===== config.mk =====
export PLATFORM = sky130hd
export DESIGN_NAME = port_wr_sram_matcher
export DESIGN_NICKNAME = d
export VERILOG_FILES = /design/src/verilog/sram_match_pkg.sv /design/src/verilog/port_wr_sram_matcher.sv
export SDC_FILE = /design/constraint.sdc
export NUM_CORES = 1
export LEC_CHECK = 0
export BUFFER_PORTS_ARGS = -buffer_cell sky130_fd_sc_hd__buf_2
export CAP_MARGIN = 20
export CORE_UTILIZATION = 57
export DETAILED_ROUTE_END_ITERATION = 16
export MAX_ROUTING_LAYER = met4
export PLACE_DENSITY_LB_ADDON = 0.3
export SLEW_MARGIN = 20
export SYNTH_ARGS = -nofsm -noshare
export SYNTH_HDL_FRONTEND = slang
export SYNTH_SLANG_ARGS = --single-unit

===== constraint.sdc =====
create_clock -name clk -period 5 [get_ports clk]
set_input_delay 0.25 -clock clk [delete_from_list [all_inputs] [get_ports clk]]
set_output_delay 0.25 -clock clk [all_outputs]
set_load 0.02 [all_outputs]

===== src/verilog/sram_match_pkg.sv =====
`default_nettype none

package sram_match_pkg;

    typedef logic [1:0]  port_idx_t;   // Switch port, also used as destination
    typedef logic [2:0]  sram_idx_t;   // Bank in the shared pool
    typedef logic [8:0]  pkt_len_t;    // Packet length in half-words
    typedef logic [10:0] space_t;      // Bank free space in half-words
    typedef logic [8:0]  pkt_cnt_t;    // Packets per bank per destination
    typedef logic        match_mode_t;

    localparam match_mode_t MODE_STATIC  = 1'b0;  // Port p owns banks 2p and 2p+1
    localparam match_mode_t MODE_DYNAMIC = 1'b1;  // Whole pool open to every port

    localparam space_t SRAM_CAPACITY = 11'd1024;

    typedef enum logic [1:0] {
        ST_IDLE,
        ST_SCAN,
        ST_DONE
    } match_state_t;

endpackage

`default_nettype wire


===== src/verilog/port_wr_sram_matcher.sv =====
`timescale 1ns/1ps
`default_nettype none

module port_wr_sram_matcher
    import sram_match_pkg::*;
#(
    parameter int PORT_IDX = 0
) (
    input  logic        clk,
    input  logic        rst_n,
    input  match_mode_t match_mode,
    input  logic [3:0]  match_threshold,
    input  logic        match_enable,
    input  port_idx_t   match_dest,
    input  pkt_len_t    match_length,
    input  space_t      bank_free,
    input  pkt_cnt_t    bank_count,
    input  logic        bank_accessible,
    input  logic        bound_valid,
    input  sram_idx_t   bound_sram,
    input  logic        res_ready,
    input  logic        res_reject,
    output sram_idx_t   scan_sram,
    output logic        res_valid,
    output sram_idx_t   res_sram,
    output logic        done
);

    match_state_t state;

    sram_idx_t  scan_ptr;
    sram_idx_t  next_ptr;
    sram_idx_t  base_sram;
    sram_idx_t  best_sram;
    sram_idx_t  next_best;
    pkt_cnt_t   best_cnt;
    logic [3:0] examined;
    logic [3:0] exam_next;
    logic       found;
    logic       fits;
    logic       cand;
    logic       take;
    logic       scan_end;
    logic       in_set;
    logic       fast_hit;
    port_idx_t  last_dest;    // Destination of the last consumed result
    logic       last_valid;

    // Table lookup follows the bank under test in each state
    always_comb begin
        case (state)
            ST_SCAN: scan_sram = scan_ptr;
            ST_DONE: scan_sram = res_sram;
            default: scan_sram = bound_sram;
        endcase
    end

    assign base_sram = (match_mode == MODE_DYNAMIC) ? '0 : sram_idx_t'(2 * PORT_IDX);
    assign next_ptr  = (match_mode == MODE_STATIC) ? {scan_ptr[2:1], ~scan_ptr[0]}
                                                   : scan_ptr + 1'b1;

    assign fits = bank_free >= space_t'(match_length);
    assign cand = bank_accessible && fits;

    // Strictly higher count only, so the first bank visited wins a tie
    assign take      = cand && (!found || bank_count > best_cnt);
    assign next_best = take ? scan_ptr : best_sram;
    assign exam_next = (examined == 4'hf) ? examined : examined + 4'd1;
    assign scan_end  = (found || cand) && exam_next >= match_threshold;

    // Sticky bank reused when the flow continues and the packet fits
    assign in_set   = match_mode == MODE_DYNAMIC || (bound_sram >> 1) == sram_idx_t'(PORT_IDX);
    assign fast_hit = bound_valid && in_set && last_valid && match_dest == last_dest && fits;

    // Offer is withdrawn if the bank filled up or was taken meanwhile
    assign res_valid = (state == ST_DONE) && cand;
    assign done      = res_valid && res_ready && !res_reject;

    always_ff @(posedge clk) begin
        if (!rst_n) begin
            state      <= ST_IDLE;
            last_valid <= 1'b0;
            found      <= 1'b0;
            examined   <= '0;
        end else begin
            case (state)
                ST_IDLE: begin
                    if (match_enable) begin
                        if (fast_hit) begin
                            res_sram <= bound_sram;
                            state    <= ST_DONE;
                        end else begin
                            scan_ptr <= base_sram;
                            found    <= 1'b0;
                            examined <= '0;
                            state    <= ST_SCAN;
                        end
                    end
                end
                ST_SCAN: begin
                    scan_ptr <= next_ptr;        // One bank per cycle
                    examined <= exam_next;
                    found    <= found || cand;
                    if (take) begin
                        best_sram <= scan_ptr;
                        best_cnt  <= bank_count;
                    end
                    if (scan_end) begin
                        res_sram <= next_best;
                        state    <= ST_DONE;
                    end
                end
                ST_DONE: begin
                    if (done) begin
                        last_dest  <= match_dest;
                        last_valid <= 1'b1;
                        state      <= ST_IDLE;
                    end else if (!res_valid || (res_ready && res_reject)) begin
                        found    <= 1'b0;          // Lost the bank, search again
                        examined <= '0;
                        state    <= ST_SCAN;
                    end
                end
                default: state <= ST_IDLE;
            endcase
        end
    end

    a_static_bank_set: assert property (@(posedge clk) disable iff (!rst_n)
        res_valid && match_mode == MODE_STATIC |-> (res_sram >> 1) == sram_idx_t'(PORT_IDX));

endmodule

`default_nettype wire


==> flow_summary.yaml <==
layout:
  fillers: 288
  synthToLayoutAreaGrowth_pct: 17.56
  stdcell_count: 311
  layout_common_cells: "buf_2 (53), inv_1 (30), ha_1 (28)"
  diodes: 0
  final_util_pct: 70.98
  final_nets: 340
  final_common_cell: "buf_2"
  layout-drive-gt1-share_pct: 26.42
  fin_area_sq_um: 2387
synth:
  synth_cells: 210
  ys_ff_latch: 28
  yosys_warnings: 0
  synth_edf_count: 20
  async_reset_ff_share_pct: 0
  yosysTopAreaCell: "edfxtp_1"
  netlist_area_sq_um: 2031
  synth_area_leaders: "edfxtp_1 (30%), ha_1 (17%), dfxtp_1 (7.9%), inv_1 (5.5%), mux2_4 (4.4%)"
  synth_ff_type: "edfxtp_1"
  avgSynthCellArea_sq_um: 9.670
  synth_top_area_share_pct: 29.57
  ys_types: 44
  synth_nets: 284
  ys_seq_area_share_pct: 37.46
power_and_ir_drop:
  powerDensity_nw_per_um2: 321.5
  vdd_drop_max_mv: 0.2123
  leakagePower_nw: 1.119
  p_total_mw: 0.7675
setup_path:
  crit_fanout: 6
  cpPeakStageDelay_ns: 0.43
  crit_path_end_kind: "flop"
  cp_slowest_cell: "dfxtp_1"
  crit_buf_inv: 0
  path_cells: "ha_1, nand3_1, mux2_2, ha_1, a21oi_1, o21ai_0, nand2_1, o21ai_0, and3_1"
  path_delay_family: "compound AO/OA/AOI/OAI gates"
  cp-start-kind: "flop"
  path_class: "reg -> reg"
  crit_arrival_ns: 3.00
  required_ns: 5.04
sta:
  period_share_pct: 59.17
  fmax_mhz: 338.0
  drv_slew: 0
  skew_ns: 0.007518
  hold_violations: 0
  setup_viol_count_final: 0
  tightest_slew_ns: 0.6751
  rsz0062_at_grt: "no"
  hold_ws_ns: 0.1054
  fin_ws_ns: 2.042
  period_needed_ns: 2.958
  maxSlewHeadroom_pct: 54.75
  fin_tns_setup_ns: 0
grt:
  antenna_found_initial: 0
  grt_pass1_vias: 1507
  grt_overflow: 0
  grt_max_degree: 16
  grt_pass1_wl_um: 6265
  grt_use_total_pct: 23.06
clock_network:
  post_cts_resized: 0
  cts_tree: "done"
  clock-sinks: 28
  clkSlewWorstSetupHoldPaths_ns: 0.15
  cts-root-buf: "clkbuf_4"
  hold_buffers: 0
  postCtsSetupBuffers: 0
  clock_latency_ns: 0.32
  cts_made_buffers: 3
  h-tree-depth: 1
  cts_buffer_depth: 2
drt:
  finalWirelength_um: 3987
  vias: 1685
  ant_nets: 0
  wl_per_cell_um: 12.82
  drt_iter0_markers: 59
  drtPass1Iterations: 4
  vias_per_cell: 5.418
  drc: 0
floorplanning:
  die_area_sq_um: 3805
  ios: 54
  die_w_um: 61.69
  row_count: 21
  die_h_um: 61.69
  start_util_pct: 60.38
  coreArea_sq_um: 3363
placed_design:
  placed_area_sq_um: 2346
  io_buffers: 53
  dp_hpwl_um: 3331
  pre_cts_slack_ns: 1.809
  routabilityCongestion: 0.8945
  placed_cells: 307
flow_run:
  maxCapViolCount: 0
hold_path:
  hold_class: "in -> reg"
run_status:
  status: "finished, final reports clean"
-- per-layer routing --
layer / wire [um] / vias up / GRT usage [%]
met5: 0 / - / -
met4: 36 / 0 / 6.349
met3: 183 / 4 / 2.941
met2: 1841 / 45 / 38.25
met1: 1926 / 755 / 29.57
li1: - / 881 / -
-- synthesized netlist by cell type, drive strengths merged (2+ instances only) --
cell,instances
a2111oi,2
a211o,3
a21oi,17
a221oi,2
a22oi,3
and2,2
and3,4
dfxtp,8
edfxtp,20
ha,28
inv,30
mux2,7
nand2,15
nand2b,3
nand3,10
nand3b,3
nor2,13
nor3,3
o21ai,13
xnor2,4
-- logic make-up (layout without fill, tap and decap cells) --
family / after synthesis / after routing / share of synthesized area [%]
adder cells (fa/ha/maj): 28 / 28 / 17.25
AO/OA/AOI/OAI: 50 / 50 / 16.58
XOR/XNOR: 4 / 4 / 1.725
flip-flops: 28 / 28 / 37.46
AND/OR/NAND/NOR: 60 / 60 / 15.59
multiplexers: 8 / 8 / 5.484
buffers and inverters: 32 / 87 / 5.915
-- registers in the layout, summed over array words and instances (netlist names) --
signal	cells
best_cnt	9
best_sram	3
examined	4
found	1
last_dest	2
last_valid	1
res_sram	3
scan_ptr	3
state	2
-- worst register-to-register path, stage by stage, from the launching register on --
cell	delay (ns)
dfxtp_1	0.43
ha_1	0.30
nand3_1	0.18
mux2_2	0.32
ha_1	0.27
a21oi_1	0.06
o21ai_0	0.31
nand2_1	0.09
o21ai_0	0.39
and3_1	0.33
-- final cells by class --
| cell class | instances | area [sq um] | area share [%] |
|---|---|---|---|
| multi-input cells | 150 | 1155 | 48.38 |
| flip-flops and latches | 28 | 760.7 | 31.87 |
| repair buffers | 53 | 265.3 | 11.11 |
| inverters | 30 | 112.6 | 4.717 |
| well taps | 46 | 57.56 | 2.411 |
| clock buffers | 4 | 36.28 | 1.520 |
-- path summary, 6_finish.rpt --
kind | from | to | slack [ns] | depth (start not counted)
setup / recovery | examined[0] | res_sram[0] | 2.04 | 9
hold / removal | bank_count[6] | best_cnt[6] | 0.11 | 1
setup reg to reg | examined[0] | res_sram[0] | 2.04 | 9
hold reg to reg | last_valid | last_valid | 0.49 | 2
-- power breakdown --
part | switching, mW | internal, mW | total, mW
clock | 0.0653 | 0.0445 | 0.110
sequential | 0.0231 | 0.285 | 0.308
combinational | 0.204 | 0.145 | 0.349
total | 0.293 | 0.475 | 0.768
No activity file was read; power rests on OpenSTA's default activity.
