$ cat src/verilog/sram_match_pkg.sv
`default_nettype none

package sram_match_pkg;

    typedef logic [1:0]  port_idx_t;   // Switch port, also used as destination
    typedef logic [2:0]  sram_idx_t;   // Bank in the shared pool
    typedef logic [8:0]  pkt_len_t;    // Packet length in half-words
    typedef logic [10:0] space_t;      // Bank free space in half-words
    typedef logic [8:0]  pkt_cnt_t;    // Packets per bank per destination
    typedef logic        match_mode_t;

    localparam match_mode_t MODE_STATIC  = 1'b0;  // Port p owns banks 2p and 2p+1
    localparam match_mode_t MODE_DYNAMIC = 1'b1;  // Whole pool open to every port

    localparam space_t SRAM_CAPACITY = 11'd1024;

    typedef enum logic [1:0] {
        ST_IDLE,
        ST_SCAN,
        ST_DONE
    } match_state_t;

endpackage

`default_nettype wire

$ cat src/verilog/sram_state_table.sv
`timescale 1ns/1ps
`default_nettype none

module sram_state_table
    import sram_match_pkg::*;
#(
    parameter int NUM_PORTS = 4,
    parameter int NUM_SRAM  = 8
) (
    input  logic                 clk,
    input  logic                 rst_n,
    input  sram_idx_t            scan_sram [NUM_PORTS],
    input  port_idx_t            scan_dest [NUM_PORTS],
    input  logic                 grant_valid,
    input  port_idx_t            grant_port,
    input  sram_idx_t            grant_sram,
    input  port_idx_t            grant_dest,
    input  pkt_len_t             grant_length,
    input  logic                 rel_valid,
    input  port_idx_t            rel_port,
    input  logic                 deq_valid,
    input  sram_idx_t            deq_sram,
    input  port_idx_t            deq_dest,
    input  pkt_len_t             deq_length,
    output space_t               bank_free [NUM_PORTS],
    output pkt_cnt_t             bank_count [NUM_PORTS],
    output logic [NUM_PORTS-1:0] bank_accessible,
    output logic [NUM_PORTS-1:0] bound_valid,
    output sram_idx_t            bound_sram [NUM_PORTS]
);

    space_t   free_space [NUM_SRAM];
    pkt_cnt_t pkt_count  [NUM_SRAM][NUM_PORTS];  // Indexed by bank, then destination

    // Lookup port per matcher, a bank bound elsewhere is off limits
    always_comb begin
        for (int p = 0; p < NUM_PORTS; p++) begin
            bank_free[p]       = free_space[scan_sram[p]];
            bank_count[p]      = pkt_count[scan_sram[p]][scan_dest[p]];
            bank_accessible[p] = 1'b1;
            for (int q = 0; q < NUM_PORTS; q++) begin
                if (q != p && bound_valid[q] && bound_sram[q] == scan_sram[p]) begin
                    bank_accessible[p] = 1'b0;
                end
            end
        end
    end

    // Grant and dequeue on the same bank both take effect
    always_ff @(posedge clk) begin
        if (!rst_n) begin
            for (int b = 0; b < NUM_SRAM; b++) begin
                free_space[b] <= SRAM_CAPACITY;
                for (int d = 0; d < NUM_PORTS; d++) begin
                    pkt_count[b][d] <= '0;
                end
            end
        end else begin
            for (int b = 0; b < NUM_SRAM; b++) begin
                free_space[b] <= free_space[b]
                    - ((grant_valid && grant_sram == sram_idx_t'(b)) ? space_t'(grant_length) : '0)
                    + ((deq_valid && deq_sram == sram_idx_t'(b)) ? space_t'(deq_length) : '0);
                for (int d = 0; d < NUM_PORTS; d++) begin
                    pkt_count[b][d] <= pkt_count[b][d]
                        + ((grant_valid && grant_sram == sram_idx_t'(b) &&
                            grant_dest == port_idx_t'(d)) ? pkt_cnt_t'(1) : '0)
                        - ((deq_valid && deq_sram == sram_idx_t'(b) &&
                            deq_dest == port_idx_t'(d)) ? pkt_cnt_t'(1) : '0);
                end
            end
        end
    end

    // New grant replaces the port's earlier binding
    always_ff @(posedge clk) begin
        if (!rst_n) begin
            bound_valid <= '0;
            for (int p = 0; p < NUM_PORTS; p++) begin
                bound_sram[p] <= '0;
            end
        end else begin
            for (int p = 0; p < NUM_PORTS; p++) begin
                if (grant_valid && grant_port == port_idx_t'(p)) begin
                    bound_valid[p] <= 1'b1;
                    bound_sram[p]  <= grant_sram;
                end else if (rel_valid && rel_port == port_idx_t'(p)) begin
                    bound_valid[p] <= 1'b0;
                end
            end
        end
    end

    a_no_underflow: assert property (@(posedge clk) disable iff (!rst_n)
        grant_valid |-> free_space[grant_sram] >= space_t'(grant_length));

    a_deq_nonempty: assert property (@(posedge clk) disable iff (!rst_n)
        deq_valid |-> pkt_count[deq_sram][deq_dest] != '0);

endmodule

`default_nettype wire

$ cat config.mk
export PLATFORM = sky130hd
export DESIGN_NAME = sram_state_table
export DESIGN_NICKNAME = d
export VERILOG_FILES = /design/src/verilog/sram_match_pkg.sv /design/src/verilog/sram_state_table.sv
export SDC_FILE = /design/constraint.sdc
export NUM_CORES = 2
export LEC_CHECK = 0
export BUFFER_PORTS_ARGS = -buffer_cell sky130_fd_sc_hd__buf_2
export CORE_ASPECT_RATIO = 1.25
export CORE_MARGIN = 2
export CORE_UTILIZATION = 30
export CTS_BUF_LIST = sky130_fd_sc_hd__clkbuf_8 sky130_fd_sc_hd__clkbuf_16
export DETAILED_ROUTE_END_ITERATION = 8
export PLACE_DENSITY_LB_ADDON = 0.05
export SLEW_MARGIN = 10
export SYNTH_ARGS = -nofsm -noshare
export SYNTH_HDL_FRONTEND = slang
export SYNTH_SLANG_ARGS = --single-unit
$ cat constraint.sdc
create_clock -name clk -period 4 [get_ports clk]
set_input_delay 0.6 -clock clk [delete_from_list [all_inputs] [get_ports clk]]
set_output_delay 0.6 -clock clk [all_outputs]
set_load 0.05 [all_outputs]
==> results.md <==
* Cell accounting for the most synthesized area: dfxtp_1
* Fin Setup TNS at 0 ps
* Register area share after synthesis at 19.21%
* Vias per cell at 5.418
* Post-synthesis adder-cell area fraction at 16.61%
* Num Clock Sinks at 392
* Drt drc at 0
* #FFs+latches synth at 392
* Crit path from: scan_sram[1]
* Clk slew on worst S/H paths at 60 ps
* First-pass GRT wire length at 246500 um
* DRT antenna net count at 0
* Synth Area in Simple Gates at 13.11%
* Number of synthesized flops with an enable pin at 0
* Least-Margin Pin Slew at 942.7 ps
* Status: finished, final reports clean
* Syn_area_per_cell at 8.831 um^2
* Footprint of the multi-input gates at 29810 um^2
* Most frequent cells in the layout: inv_1, dfxtp_1, nor2_1
* Unrepaired setup endpoints after global routing: false
* Num rows at 151
* PD cells at 614.3 nW/um^2
* CP endpoint kind: output pin
* Worst path required time at 3400 ps
* Post-Synth XOR/XNOR Area at 5.831%
* Hold Path Sink: bound_valid[3]$_SDFFE_PN0P_
* CP startpoint kind: primary input
* Period minus WS final at 3846 ps
* Clock latency on the worst-skew pair at 680 ps
* Area growth syn-to-layout at 13.23%
* Fin nets at 5321
* Hold_ws at 289.7 ps
* CTS buffer count at 55
* Clk_skew at 27.21 ps
* Commonest non-fill, non-tap cell in the layout: inv_1
* Die height at 416.6 um
* CTS H-tree lvls at 2
* WP data arrival at 3250 ps
* R2r endpoint: free_space[2][10]$_SDFF_PN1_
* Die Width at 334.1 um
* Port bufs at 156
* Hold Crit Class: primary input to flip-flop
* R2R depth at 10
* Clk buf depth at 3
* Final core utilization at 34.20%
* IO Pins at 157
* Root Driver: clkbuf_16
* Synth Net Count at 5163
* # Max-Cap Violations at 0
* Max-slew violations at 0
* LEAKAGE at 19.69 nW
* Routed len/inst at 25.75 um
* Max VDD drop at 0.4780 mV
* Slew headroom at 35.53%
* CP max FO at 18
* Cts hold-fix bufs at 0
* Synthesized cell area at 40850 um^2
* Placer congestion estimate at 0.8888
* Share of post-route cells with drive strength above 1 at 14.87%
* Post-synthesis async set-or-reset flop share at 0%
* Pin count of the biggest net entering global routing at 126
* CTS tree: done
* Hold Path Depth at 4
* Starting Density at 30.20%
* Post-synth cell types at 54
* Fmax at 0.2600 GHz
* FF-to-FF Start: free_space[2][1]$_SDFF_PN0_
* Core Box Area at 135300 um^2
* Mux share of post-synthesis cell area at 19.64%
* Post-CTS Resized at 0
* Initial DRC Count at 2471
* Vias in the first global route at 36170
* Final period utilization at 96.15%
* Synth top area cells: dfxtp_1, mux4_2, ha_1, mux2i_1, fa_1
* Top FF cell, synth: dfxtp_1
* First drt pass iteration count at 7
* R2R Setup Slk at 1210 ps
* Global-route usage over all layers at 24.04%
* Compound-Gate Fraction of Synth Area at 17.74%
* Largest family of logic cells by synthesized area: multiplexers
* Detailed Route WL at 169800 um
* HPWL Detailed at 131800 um
* Post-CTS Setup Bufs at 0
* Die Area at 139200 um^2
* Fillers at 14310
* Overall power at 28.42 mW
* Vias at 35720
* Number of warnings issued by yosys at 0
* Synth top area share at 19.21%
* Final Setup Violations at 0
* Initial antenna violation count at 16
* Mapped Cells at 4626
* Min-delay src: rel_port[1]
* Hold Fails Final Rpt at 0
* CP Class: primary input to output pin
* Total grt overflow at 0
* FF/Latch Area at 7848 um^2
==> routing by layer <==
metal / share of wire, % / GRT usage (%) / wire, um / up-vias
met5: 0.050 / 0 / 85 / -
met4: 4.4 / 9.566 / 7432 / 14
met3: 5.0 / 3.482 / 8510 / 233
met2: 48 / 40.89 / 80810 / 933
met1: 43 / 30.48 / 72920 / 17550
li1: - / - / - / 16990
==> worst max-delay path by stage <==
stage | endpoint | slack [ps]
floorplan | free_space[4][9]$_SDFF_PN0_ | 660
global route | bank_count[3] | 110
CTS | bank_count[3] | 120
global placement | pkt_count[4][8]$_SDFF_PN0_ | 110
finish | bank_count[3] | 150
detailed placement | pkt_count[4][8]$_SDFF_PN0_ | 140
==> area by class of cell <==
cell class | count | area share (%)
multi-input cells | 3457 | 64.45
clock inverters | 29 | 0.7357
inverters | 553 | 4.504
diodes | 4 | 0.02164
well taps | 1759 | 4.758
clock buffers | 73 | 3.535
repair buffers | 325 | 5.034
flip-flops and latches | 392 | 16.96
==> synth_stat cells (69+ instances only) <==
cell,number
nor2_1,381
buf_2,86
a21oi_1,148
mux4_2,232
nand2b_1,87
xor2_1,159
a31oi_1,78
inv_1,553
a22oi_1,104
clkbuf_1,69
o21ai_0,269
a211oi_1,140
dfxtp_1,392
o21bai_1,70
ha_1,376
nand3_1,112
mux2i_1,239
fa_1,104
xnor2_1,113
nand2_1,187
a21o_1,84
and2_1,132
==> state kept, by name, summed over array words and instances (netlist names) <==
register	cells
bound_sram	12
bound_valid	4
free_space	88
pkt_count	288
==> worst max-delay path: stages <==
cell and delay [ps]:
buf_4 320, nor2_1 90, buf_4 240, a22o_1 260
a2111oi_0 750, buf_4 250, a31oi_1 60, buf_4 180
nand3_1 150, buf_2 300
==> power breakdown <==
part | internal (mW) | switching [mW] | leakage (nW)
clock | 3.30 | 2.18 | 0.997
sequential | 5.02 | 2.02 | 3.23
combinational | 7.03 | 8.87 | 15.5
total | 15.3 | 13.1 | 19.7
==> logic make-up after synthesis <==
| group | Yosys count |
|---|---|
| mux | 507 |
| flops | 392 |
| compound gates | 1086 |
| simple gates | 1112 |
| xor+xnor | 272 |
| buf+inv | 777 |
| fa+ha+maj | 480 |
==> metrics by stage <==
stage          cells  area (um^2)  setup slack (ps)
2_1_floorplan   4626        40850             660.5
3_3_place_gp    6486        44270             114.6
3_5_place_dp    6486        44270             136.8
4_1_cts         6588        46250             119.7
5_1_grt         6590        46250             112.8
6_report        6592        46260             153.8
No activity file was read; power rests on OpenSTA's default activity.
