===== src/verilog/sram_match_pkg.sv =====
`default_nettype none

package sram_match_pkg;

    typedef logic [1:0]  port_idx_t;   // Switch port, also used as destination
    typedef logic [2:0]  sram_idx_t;   // Bank in the shared pool
    typedef logic [8:0]  pkt_len_t;    // Packet length in half-words
    typedef logic [10:0] space_t;      // Bank free space in half-words
    typedef logic [8:0]  pkt_cnt_t;    // Packets per bank per destination
    typedef logic        match_mode_t;

    localparam match_mode_t MODE_STATIC  = 1'b0;  // Port p owns banks 2p and 2p+1
    localparam match_mode_t MODE_DYNAMIC = 1'b1;  // Whole pool open to every port

    localparam space_t SRAM_CAPACITY = 11'd1024;

    typedef enum logic [1:0] {
        ST_IDLE,
        ST_SCAN,
        ST_DONE
    } match_state_t;

endpackage

`default_nettype wire


===== src/verilog/wr_request_dispatch.sv =====
`timescale 1ns/1ps
`default_nettype none

module wr_request_dispatch
    import sram_match_pkg::*;
#(
    parameter int NUM_PORTS = 4
) (
    input  logic                 clk,
    input  logic                 rst_n,
    input  logic                 req_valid,
    output logic                 req_ready,
    input  port_idx_t            req_port,
    input  port_idx_t            req_dest,
    input  pkt_len_t             req_length,
    input  logic [NUM_PORTS-1:0] done,
    output logic [NUM_PORTS-1:0] match_enable,
    output port_idx_t            match_dest [NUM_PORTS],
    output pkt_len_t             match_length [NUM_PORTS]
);

    logic ready_armed;  // Keeps req_ready low in the first cycle out of reset
    logic req_fire;

    assign req_ready = ready_armed && !match_enable[req_port];
    assign req_fire  = req_valid && req_ready;

    always_ff @(posedge clk) begin
        if (!rst_n) begin
            ready_armed <= 1'b0;
        end else begin
            ready_armed <= 1'b1;
        end
    end

    // One slot per port, held until that port's matcher reports done
    always_ff @(posedge clk) begin
        if (!rst_n) begin
            match_enable <= '0;
        end else begin
            for (int p = 0; p < NUM_PORTS; p++) begin
                if (req_fire && req_port == port_idx_t'(p)) begin
                    match_enable[p] <= 1'b1;
                end else if (done[p]) begin
                    match_enable[p] <= 1'b0;
                end
            end
        end
    end

    always_ff @(posedge clk) begin
        for (int p = 0; p < NUM_PORTS; p++) begin
            if (req_fire && req_port == port_idx_t'(p)) begin
                match_dest[p]   <= req_dest;
                match_length[p] <= req_length;
            end
        end
    end

    // A matcher may only finish work that was handed to it
    a_done_needs_slot: assert property (@(posedge clk) disable iff (!rst_n)
        (done & ~match_enable) == '0);

endmodule

`default_nettype wire


===== config.mk =====
export PLATFORM = sky130hd
export DESIGN_NAME = wr_request_dispatch
export DESIGN_NICKNAME = d
export VERILOG_FILES = /design/src/verilog/sram_match_pkg.sv /design/src/verilog/wr_request_dispatch.sv
export SDC_FILE = /design/constraint.sdc
export NUM_CORES = 1
export LEC_CHECK = 0
export ABC_AREA = 1
export CORE_AREA = 4 4 83 77
export DETAILED_ROUTE_END_ITERATION = 6
export DIE_AREA = 0 0 87 81
export DONT_BUFFER_PORTS = 1
export PLACE_DENSITY = 0.5
export RECOVER_POWER = 100
export SLEW_MARGIN = 30
export SYNTH_ARGS = -nofsm -noshare
export SYNTH_HDL_FRONTEND = slang
export SYNTH_SLANG_ARGS = --single-unit

===== constraint.sdc =====
create_clock -name clk -period 3.37 [get_ports clk]
set_clock_uncertainty 0.2 [all_clocks]
set_input_delay 0.337 -clock clk [delete_from_list [all_inputs] [get_ports clk]]
set_output_delay 0.337 -clock clk [all_outputs]
set_load 0.02 [all_outputs]

==> impl_metrics.env, run 1 <==
export IMPL_status="complete, no violations"
export IMPL_dieArea_um2=7050
export IMPL_rsz0062_at_grt="false"
export IMPL_syn_inst=87
export IMPL_via_count=775
export IMPL_overflow=0
export IMPL_gp_congestion=0.732
export IMPL_cp_data_arrival_time_ns=1.43
export IMPL_cp_start_kind="flip-flop"
export IMPL_synth_cell_types=14
export IMPL_ant_nets=0
export IMPL_synth_top_area_share=0.825
export IMPL_worst_skew_pair_late_latency_ns=0.29
export IMPL_wirelength_mm=3.22
export IMPL_power_density_nw_per_um2=556
export IMPL_p_total_w=0.00106
export IMPL_antenna_found_initial=0
export IMPL_cts_max_level=2
export IMPL_finalCritPeriodShare=0.585
export IMPL_cts_made_buffers=5
export IMPL_synthTopCellsByArea="edfxtp_1, dfxtp_1, inv_1"
export IMPL_crit_chain="inv_1 > nor2_1 > nor3_1"
export IMPL_synth_common_cells="edfxtp_1, inv_1, dfxtp_1, nand2_1"
export IMPL_synth_edf_count=44
export IMPL_vias_per_cell=4.35
export IMPL_hold_class="in2reg"
export IMPL_fp_dieW_um=87
export IMPL_fin_ws_ns=1.40
export IMPL_drc=0
export IMPL_cts_tree="yes"
export IMPL_ys_dominant_reg_cell="edfxtp_1"
export IMPL_grt_pass1_vias=859
export IMPL_postSynthAreaPerCell_um2=18.4
export IMPL_syn_area_um2=1600
export IMPL_ys_ff_latch=49
export IMPL_core_um2=5560
export IMPL_grt_pass1_wl_mm=4.85
export IMPL_numClockSinks=49
export IMPL_drt_iter0_markers=30
export IMPL_syn_num_nets=107
export IMPL_wl_per_cell_um=18.1
export IMPL_setup_viol=0
export IMPL_yosysWarningCount=0
export IMPL_tns_ns=0
export IMPL_cts_buffer_depth=2
export IMPL_period_minus_slack_ns=1.97
export IMPL_fill_cells=533
export IMPL_synth_area_leader_cell="edfxtp_1"
export IMPL_post_cts_buffers=0
export IMPL_ys_seq_area_frac=0.888
export IMPL_rows=26
export IMPL_maxCapViolCount=0
export IMPL_die_h_um=81
export IMPL_post_dp_cell_area_um2=1690
export IMPL_crit_path_max_incr_delay_ns=0.57
export IMPL_worstMarginPinSlew_ns=0.655
export IMPL_seqCellArea_um2=1420
export IMPL_initial_core_util=0.288
export IMPL_path_clk_slew_ns=0.08
export IMPL_p_leak_nw=0.667
export IMPL_hpwlAfterDp_mm=2.31
export IMPL_path_class="reg2out"
export IMPL_postLayoutCoreUtil=0.343
export IMPL_ys_async_sr_fraction=0
export IMPL_timing_fmax_mhz=508
export IMPL_cpLargestDelayFamily="simple AND/OR/NAND/NOR gates"
export IMPL_final_cell_area_um2=1910
export IMPL_layout_drive_gt1_share=0.130
export IMPL_cp_num_buf_inv=1
export IMPL_firstDrtPassIters=4
export IMPL_ioPinCount=69
export IMPL_synth_most_common_cell="edfxtp_1"
export IMPL_n_antenna_cell=0
export IMPL_grt_max_degree=17
export IMPL_grt_util_all_layers=0.0953
export IMPL_critPathSlowestCell="nor3_1"
export IMPL_ctsRootBufferMaster="clkbuf_8"
export IMPL_maxSlewViolCount=0
export IMPL_layout_nets=127
export IMPL_worstPathRequired_ns=2.83
export IMPL_cp_max_fo=2
export IMPL_pre_cts_ws_ns=1.51
export IMPL_finalHoldViolCount=0
export IMPL_port_buffers=0
export IMPL_slew_headroom=0.560
export IMPL_area_growth_pct=19.1
export IMPL_endpoint_kind="primary output"
export IMPL_multi_input_area_um2=125
export IMPL_irDropWorstVdd_v=0.000185
final timing paths:
check	slack [ns]	depth (start not counted)	to	startpoint
worst max-delay path	1.40	3	req_ready	match_enable[0]$_SDFFE_PN0P_
worst min-delay path	0.02	2	match_enable[0]$_SDFFE_PN0P_	done[0]
worst min register to register	0.39	2	match_enable[2]$_SDFFE_PN0P_	match_enable[2]$_SDFFE_PN0P_
worst max register to register	1.54	5	match_length[27]$_DFFE_PP_	match_enable[2]$_SDFFE_PN0P_
per-stage QoR:
stage	cells	hold slack (ns)
finish	178	0.0233
global route	178	0.00246
CTS	178	0.00565
detailed placement	157	0.165
global placement	157	0.165
floorplan	87	0.165
worst register-to-register path: cells and delay by family, from the launching register on:
family	cells	cell delay, ns
AND/OR/NAND/NOR	4	0.44
flip-flops	1	0.40
buffers and inverters	1	0.43
state kept, by name, summed over array words and instances (netlist names):
name	cells
match_length	36
match_dest	8
match_enable	4
ready_armed	1
cells in the final DEF, fill, tap and decap left out:
cell type      count
edfxtp_1          44
clkbuf_8           5
inv_2              2
dlygate4sd3_1     13
or2_2              1
nand3_1            3
inv_1             12
nand2_2            2
inv_6              1
nor2_4             1
nand4_1            4
nor2_1             3
nand2_1            5
dfxtp_1            5
a21oi_1            4
nor3_1             1
clkinv_2           1
clkinvlp_4         1
layer usage:
metal | wire length [um] | global-route usage | up-vias
met5 | 0 | 0 | -
met4 | 40 | 0.0421 | 0
met3 | 301 | 0.0467 | 7
met2 | 1620 | 0.159 | 48
met1 | 1260 | 0.102 | 370
li1 | - | - | 350
power breakdown:
group          switching (W)  internal, W  total (W)
combinational      0.0000210    0.0000140  0.0000350
sequential         0.0000176     0.000675   0.000692
clock               0.000186     0.000147   0.000333
logic make-up (layout without fill, tap and decap cells):
| family | count (synthesis) | after routing | share of synthesized area |
|---|---|---|---|
| buf+inv | 14 | 35 | 0.0328 |
| flops | 49 | 49 | 0.888 |
| compound gates | 4 | 4 | 0.0125 |
| simple gates | 20 | 20 | 0.0672 |
cell type report:
cell class / count / share of cell area
clock buffer: 5 / 0.0361
clock inverter: 3 / 0.0112
inverter: 14 / 0.0276
multi-input combinational: 24 / 0.0656
sequential: 49 / 0.745
tap: 70 / 0.0459
timing repair buffer: 13 / 0.0682
timing repair:
action,4_1_cts,5_1_grt
resized for setup,0,0
hold endpoints to repair,46,0
hold buffers,13,0
Power figures use the tool's default switching activity.
==> run 2: changes to the inputs <==
--- a/config.mk
+++ b/config.mk
@@ -5,12 +5,12 @@
 export SDC_FILE = /design/constraint.sdc
 export NUM_CORES = 1
 export LEC_CHECK = 0
-export ABC_AREA = 1
-export CORE_AREA = 4 4 83 77
+export ABC_AREA = 0
+export CORE_AREA = 4 4 82 76
 export DETAILED_ROUTE_END_ITERATION = 6
-export DIE_AREA = 0 0 87 81
+export DIE_AREA = 0 0 86 80
 export DONT_BUFFER_PORTS = 1
-export PLACE_DENSITY = 0.5
+export PLACE_DENSITY = 0.52
 export RECOVER_POWER = 100
 export SLEW_MARGIN = 30
 export SYNTH_ARGS = -nofsm -noshare
==> constraint.sdc (replaced) <==
create_clock -name clk -period 1.8 [get_ports clk]
set_clock_uncertainty 0.2 [all_clocks]
set_input_delay 0.18 -clock clk [delete_from_list [all_inputs] [get_ports clk]]
set_output_delay 0.18 -clock clk [all_outputs]
set_load 0.02 [all_outputs]
==> impl_metrics.env, run 2 <==
export IMPL_regToRegSetupSlack_ns=0.15
export IMPL_ys_async_sr_fraction=0
export IMPL_ys_seq_area_frac=0.902
export IMPL_switchingPower_w=0.000411
export IMPL_reg2reg_depth=3
export IMPL_rows=25
export IMPL_cts_tree="yes"
export IMPL_synth_common_cells="edfxtp_1, nand3b_1, dfxtp_1"
export IMPL_ant_nets=0
export IMPL_worst_skew_pair_late_latency_ns=0.29
export IMPL_initial_core_util=0.298
export IMPL_path_class="reg2out"
export IMPL_path_clk_slew_ns=0.09
export IMPL_via_count=770
export IMPL_maxCapViolCount=0
export IMPL_wirelength_mm=3.24
export IMPL_hold_class="in2reg"
export IMPL_regMostFlops="match_length"
export IMPL_synth_most_common_cell="edfxtp_1"
export IMPL_layout_nets=126
export IMPL_fin_ws_ns=0.0667
export IMPL_worstPathRequired_ns=1.42
export IMPL_layout_drive_gt1_share=0.168
export IMPL_ys_dominant_reg_cell="edfxtp_1"
export IMPL_postSynthAreaPerCell_um2=22.8
export IMPL_cp_start_kind="flip-flop"
export IMPL_drt_iter0_markers=38
export IMPL_syn_inst=69
export IMPL_syn_num_nets=89
export IMPL_min_path_cells=2
export IMPL_vias_per_cell=4.43
export IMPL_p_seq_frac=0.649
export IMPL_ioPinCount=69
export IMPL_fill_cells=491
export IMPL_seqCellArea_um2=1420
export IMPL_synth_cell_types=12
export IMPL_p_int_w=0.00158
export IMPL_grt_util_all_layers=0.0938
export IMPL_irDropWorstVdd_v=0.000416
export IMPL_grt_pass1_wl_mm=4.67
export IMPL_power_density_nw_per_um2=989
export IMPL_top_usage_layer="met2"
export IMPL_final_cell_area_um2=2010
export IMPL_status="finished with violations"
export IMPL_endpoint_kind="primary output"
export IMPL_worstMarginPinSlew_ns=0.377
export IMPL_ctsRootBufferMaster="clkbuf_8"
export IMPL_finalHoldViolCount=1
export IMPL_hpwlAfterDp_mm=2.21
export IMPL_maxSlewViolCount=0
export IMPL_ys_ff_latch=49
export IMPL_drc=0
export IMPL_port_buffers=0
export IMPL_area_growth_pct=27.9
export IMPL_hold_end="match_enable[1]$_SDFFE_PN0P_"
export IMPL_timing_rr_start="ready_armed$_DFF_P_"
export IMPL_timing_fmax_mhz=577
export IMPL_multi_input_area_um2=146
export IMPL_period_minus_slack_ns=1.73
export IMPL_synthTopCellsByArea="edfxtp_1, dfxtp_1, nand3b_1"
export IMPL_gp_congestion=0.716
export IMPL_cp_data_arrival_time_ns=1.35
export IMPL_die_h_um=80
export IMPL_violations="hold timing"
export IMPL_numClockSinks=49
export IMPL_r2r_end="match_dest[0]$_DFFE_PP_"
export IMPL_firstDrtPassIters=4
export IMPL_grt_pass1_vias=813
export IMPL_final_common_cell="edfxtp_1"
export IMPL_met3_usage=0.0485
export IMPL_finalCritPeriodShare=0.963
export IMPL_cts_made_buffers=5
export IMPL_pre_cts_ws_ns=0.335
export IMPL_antenna_found_initial=0
export IMPL_synth_edf_count=44
export IMPL_setup_viol=0
export IMPL_p_total_w=0.00199
export IMPL_final_cell_mix="edfxtp_1, dlygate4sd3_1, nand3b_1"
export IMPL_synth_area_leader_cell="edfxtp_1"
export IMPL_syn_area_um2=1580
export IMPL_combPwrFrac=0.044
export IMPL_n_antenna_cell=0
export IMPL_dieArea_um2=6880
export IMPL_cts_buffer_depth=2
export IMPL_yosysWarningCount=0
export IMPL_cts_max_level=2
export IMPL_core_um2=5290
export IMPL_grtUsageMet1=0.0879
export IMPL_slew_headroom=0.748
export IMPL_grt_max_degree=16
export IMPL_largest_reg_flops=36
export IMPL_p_leak_nw=0.650
export IMPL_hold_path_startpoint="req_port[1]"
export IMPL_fp_dieW_um=86
export IMPL_worst_hold_slack_ns=-0.0134
export IMPL_met2_usage=0.173
export IMPL_wl_per_cell_um=18.6
export IMPL_clockPowerShare=0.308
export IMPL_p_sw_frac=0.206
export IMPL_post_dp_cell_area_um2=1740
export IMPL_top_regs="match_length (36), match_dest (8), match_enable (4)"
export IMPL_overflow=0
export IMPL_synth_top_area_share=0.839
export IMPL_cp_max_fo=2
## run 2: changes by cell type after synthesis, sizes merged, moves of 2 or more
cell    previous run  this run
nand3b             0         7
nand4              4         0
nand3              3         1
nor3b              0         2
a21oi              4         0
o21ai              0         2
nand2              7         0
inv               14         1
o41ai              0         2
nor2               4         0
## run 2: how the worst max path moves through the flow
stage	from	to	slack, ns	depth (start not counted)
3_3_place_gp	ready_armed$_DFF_P_	match_length[7]$_DFFE_PP_	0.33	3
3_5_place_dp	ready_armed$_DFF_P_	match_length[7]$_DFFE_PP_	0.33	3
2_1_floorplan	ready_armed$_DFF_P_	match_dest[4]$_DFFE_PP_	0.19	2
6_report	match_enable[2]$_SDFFE_PN0P_	req_ready	0.07	3
4_1_cts	match_enable[2]$_SDFFE_PN0P_	req_ready	0.01	3
5_1_grt	match_enable[2]$_SDFFE_PN0P_	req_ready	-0.003	3
## run 2: layout make-up
class                           count  area share
Clock buffer                        6      0.0360
Inverter                            1     0.00186
Clock inverter                      2     0.00745
Timing Repair Buffer               31       0.135
Tap cell                           67      0.0416
Multi-Input combinational cell     18      0.0727
Sequential cell                    49       0.706
## run 2: power by group through the flow
stage	combinational [W]	sequential (W)	clock [W]
2_1_floorplan	0.0000260	0.00132	0
3_3_place_gp	0.0000419	0.00132	0
3_5_place_dp	0.0000415	0.00132	0
4_1_cts	0.0000888	0.00129	0.000640
5_1_grt	0.0000952	0.00129	0.000711
6_report	0.0000869	0.00129	0.000613
## run 2: worst max-delay path: stages, from the launching register on
cell	delay, ns
dfxtp_1	0.33
mux4_2	0.47
nor2b_2	0.14
buf_6	0.12
## run 2: routing by layer
metal	vias to the layer above	wire length (um)	share of wire
met4	0	19	0.0059
met2	49	1730	0.54
met1	370	1160	0.36
li1	347	-	-
met3	4	323	0.10
met5	-	0	0
## run 2: cells by family after synthesis
group	after synthesis	synth area share
AOI/OAI and AO/OA	4	0.0175
buffers and inverters	2	0.00953
and+or+nand+nor	13	0.0564
DFF	49	0.902
muxes	1	0.0143
## run 2: what timing repair did
item	in CTS	in global routing
buffers inserted	0	1
endpoints found under the hold margin	49	0
setup endpoints to repair	0	1
resized for setup	0	3
hold buffers	21	0
## run 2: per-stage QoR
step | util | setup TNS, ns | instances
after CTS | 0.385 | 0 | 173
after floorplan | - | 0 | 69
after global routing | 0.381 | -0.00281 | 174
after global placement | 0.328 | 0 | 144
after detailed placement | 0.328 | 0 | 144
final | 0.381 | 0 | 174
==> run 3: changes to the inputs <==
--- a/config.mk
+++ b/config.mk
@@ -10,7 +10,7 @@
 export DETAILED_ROUTE_END_ITERATION = 6
 export DIE_AREA = 0 0 86 80
 export DONT_BUFFER_PORTS = 1
-export PLACE_DENSITY = 0.52
+export PLACE_DENSITY = 0.51
 export RECOVER_POWER = 100
 export SLEW_MARGIN = 30
 export SYNTH_ARGS = -nofsm -noshare
==> constraint.sdc (replaced) <==
create_clock -name clk -period 2 [get_ports clk]
set_clock_uncertainty 0.2 [all_clocks]
set_input_delay 0.2 -clock clk [delete_from_list [all_inputs] [get_ports clk]]
set_output_delay 0.2 -clock clk [all_outputs]
set_load 0.02 [all_outputs]
==> impl_metrics.env, run 3 (synthesized netlist as in run 2, its figures left out) <==
export IMPL_timing_fmax_mhz=533
export IMPL_layout_nets=118
export IMPL_cp_max_fo=5
export IMPL_wirelength_mm=3.08
export IMPL_power_density_nw_per_um2=964
export IMPL_cts_max_level=2
export IMPL_rows=25
export IMPL_cts_tree="yes"
export IMPL_ioPinCount=69
export IMPL_initial_core_util=0.298
export IMPL_via_count=749
export IMPL_n_antenna_cell=0
export IMPL_die_h_um=80
export IMPL_p_leak_nw=0.631
export IMPL_startpoint="match_enable[0]$_SDFFE_PN0P_"
export IMPL_ant_nets=0
export IMPL_overflow=0
export IMPL_port_buffers=0
export IMPL_worstMarginPinSlew_ns=0.374
export IMPL_maxCapViolCount=0
export IMPL_largest_reg_flops=36
export IMPL_tns_ns=0
export IMPL_drc=0
export IMPL_final_common_cell="edfxtp_1"
export IMPL_violations="hold timing"
export IMPL_fp_dieW_um=86
export IMPL_finalCritPeriodShare=0.938
export IMPL_regToRegSetupSlack_ns=0.25
export IMPL_min_path_cells=2
export IMPL_area_growth_pct=24.7
export IMPL_multi_input_area_um2=141
export IMPL_final_cell_mix="edfxtp_1, dlygate4sd3_1, nand3b_1"
export IMPL_post_cts_buffers=0
export IMPL_seqCellArea_um2=1420
export IMPL_layout_drive_gt1_share=0.131
export IMPL_status="finished with violations"
export IMPL_setup_viol=0
export IMPL_crit_chain="mux4_2 > nor2b_2"
export IMPL_cp_start_kind="flip-flop"
export IMPL_cts_buffer_depth=2
export IMPL_dieArea_um2=6880
export IMPL_crit_path_max_incr_delay_ns=0.51
export IMPL_critPathSlowestCell="mux4_2"
export IMPL_irDropWorstVdd_v=0.000310
export IMPL_r2r_end="match_enable[2]$_SDFFE_PN0P_"
export IMPL_reg2reg_depth=3
export IMPL_finalHoldViolCount=1
export IMPL_path_clk_slew_ns=0.08
export IMPL_wl_per_cell_um=18.5
export IMPL_ctsRootBufferMaster="clkbuf_8"
export IMPL_firstDrtPassIters=4
export IMPL_worstPathRequired_ns=1.60
export IMPL_hold_class="in2reg"
export IMPL_period_minus_slack_ns=1.88
export IMPL_cts_made_buffers=5
export IMPL_vias_per_cell=4.51
export IMPL_numClockSinks=49
export IMPL_worst_skew_pair_late_latency_ns=0.29
export IMPL_fill_cells=504
export IMPL_gp_congestion=0.640
export IMPL_worst_hold_slack_ns=-0.0182
export IMPL_regMostFlops="match_length"
export IMPL_grt_pass1_wl_mm=4.47
export IMPL_endpoint_kind="primary output"
export IMPL_grt_pass1_vias=813
export IMPL_grt_max_degree=16
export IMPL_path_class="reg2out"
export IMPL_antenna_found_initial=0
export IMPL_postLayoutCoreUtil=0.372
export IMPL_rsz0062_at_grt="false"
export IMPL_timing_rr_start="match_enable[2]$_SDFFE_PN0P_"
export IMPL_slew_headroom=0.751
export IMPL_crit_end="req_ready"
export IMPL_grt_util_all_layers=0.0887
export IMPL_core_um2=5290
export IMPL_cp_data_arrival_time_ns=1.48
export IMPL_maxSlewViolCount=0
export IMPL_top_regs="match_length (36), match_dest (8), match_enable (4)"
export IMPL_drt_iter0_markers=25
==> run 3: cell types whose count changed in the layout (fill, tap and decap cells not counted) <==
cell | previous run | this run
clkinvlp_4 | 2 | 1
nor3_2 | 1 | 0
nor3_1 | 1 | 2
bufinv_16 | 0 | 1
clkbuf_1 | 3 | 1
buf_4 | 3 | 0
buf_6 | 1 | 0
clkinv_1 | 0 | 1
dlygate4sd3_1 | 21 | 18
==> run 3: cell type report <==
class,count,area share
Sequential cell,49,0.724
Timing Repair Buffer,23,0.104
Multi-Input combinational cell,18,0.0720
Tap cell,67,0.0427
Clock buffer,5,0.0350
Clock inverter,3,0.0210
Inverter,1,0.00191
==> run 3: how the worst min path moves through the flow <==
| stage | from | endpoint | slack (ns) |
|---|---|---|---|
| after floorplan | rst_n | ready_armed$_DFF_P_ | 0.03 |
| after global placement | rst_n | ready_armed$_DFF_P_ | 0.03 |
| after detailed placement | rst_n | ready_armed$_DFF_P_ | 0.03 |
| after CTS | req_port[1] | match_enable[3]$_SDFFE_PN0P_ | 0.01 |
| after global routing | req_valid | match_enable[1]$_SDFFE_PN0P_ | -0.01 |
| final | req_port[1] | match_enable[3]$_SDFFE_PN0P_ | -0.02 |
==> run 3: routing by layer <==
metal	track usage	vias to the layer above	wire length, um
met5	0	-	0
met4	0.0316	0	20
met3	0.0454	5	254
met2	0.164	48	1660
met1	0.0827	366	1140
li1	-	330	-
==> run 3: worst max-delay path: cells and delay by family (launching register included) <==
family	cells	cell delay (ns)
muxes	1	0.51
and+or+nand+nor	1	0.26
DFF	1	0.42
==> run 3: repair_timing <==
| action | in CTS | in global routing |
|---|---|---|
| resized for setup | 0 | 1 |
| hold buffers | 18 | 0 |
| hold endpoints to repair | 49 | 0 |
| setup endpoints to repair | 0 | 1 |
==> run 3: metrics by stage <==
stage / setup slack (ns) / cell area, um^2 / std cells / total power, W
finish: 0.125 / 1960 / 166 / 0.00189
CTS: 0.00227 / 2000 / 166 / 0.00193
floorplan: 0.0400 / 1580 / 69 / 0.00121
global placement: 0.354 / 1710 / 140 / 0.00122
global route: 0.0460 / 1960 / 166 / 0.00199
detailed placement: 0.335 / 1710 / 140 / 0.00122
==> run 3: power by group <==
| group | switching [W] | total, W | leakage [nW] | internal [W] |
|---|---|---|---|---|
| Clock | 0.000296 | 0.000663 | 0.0518 | 0.000368 |
| Sequential | 0.0000296 | 0.00117 | 0.440 | 0.00114 |
| Combinational | 0.0000329 | 0.0000644 | 0.139 | 0.0000315 |
| Total | 0.000358 | 0.00189 | 0.631 | 0.00154 |
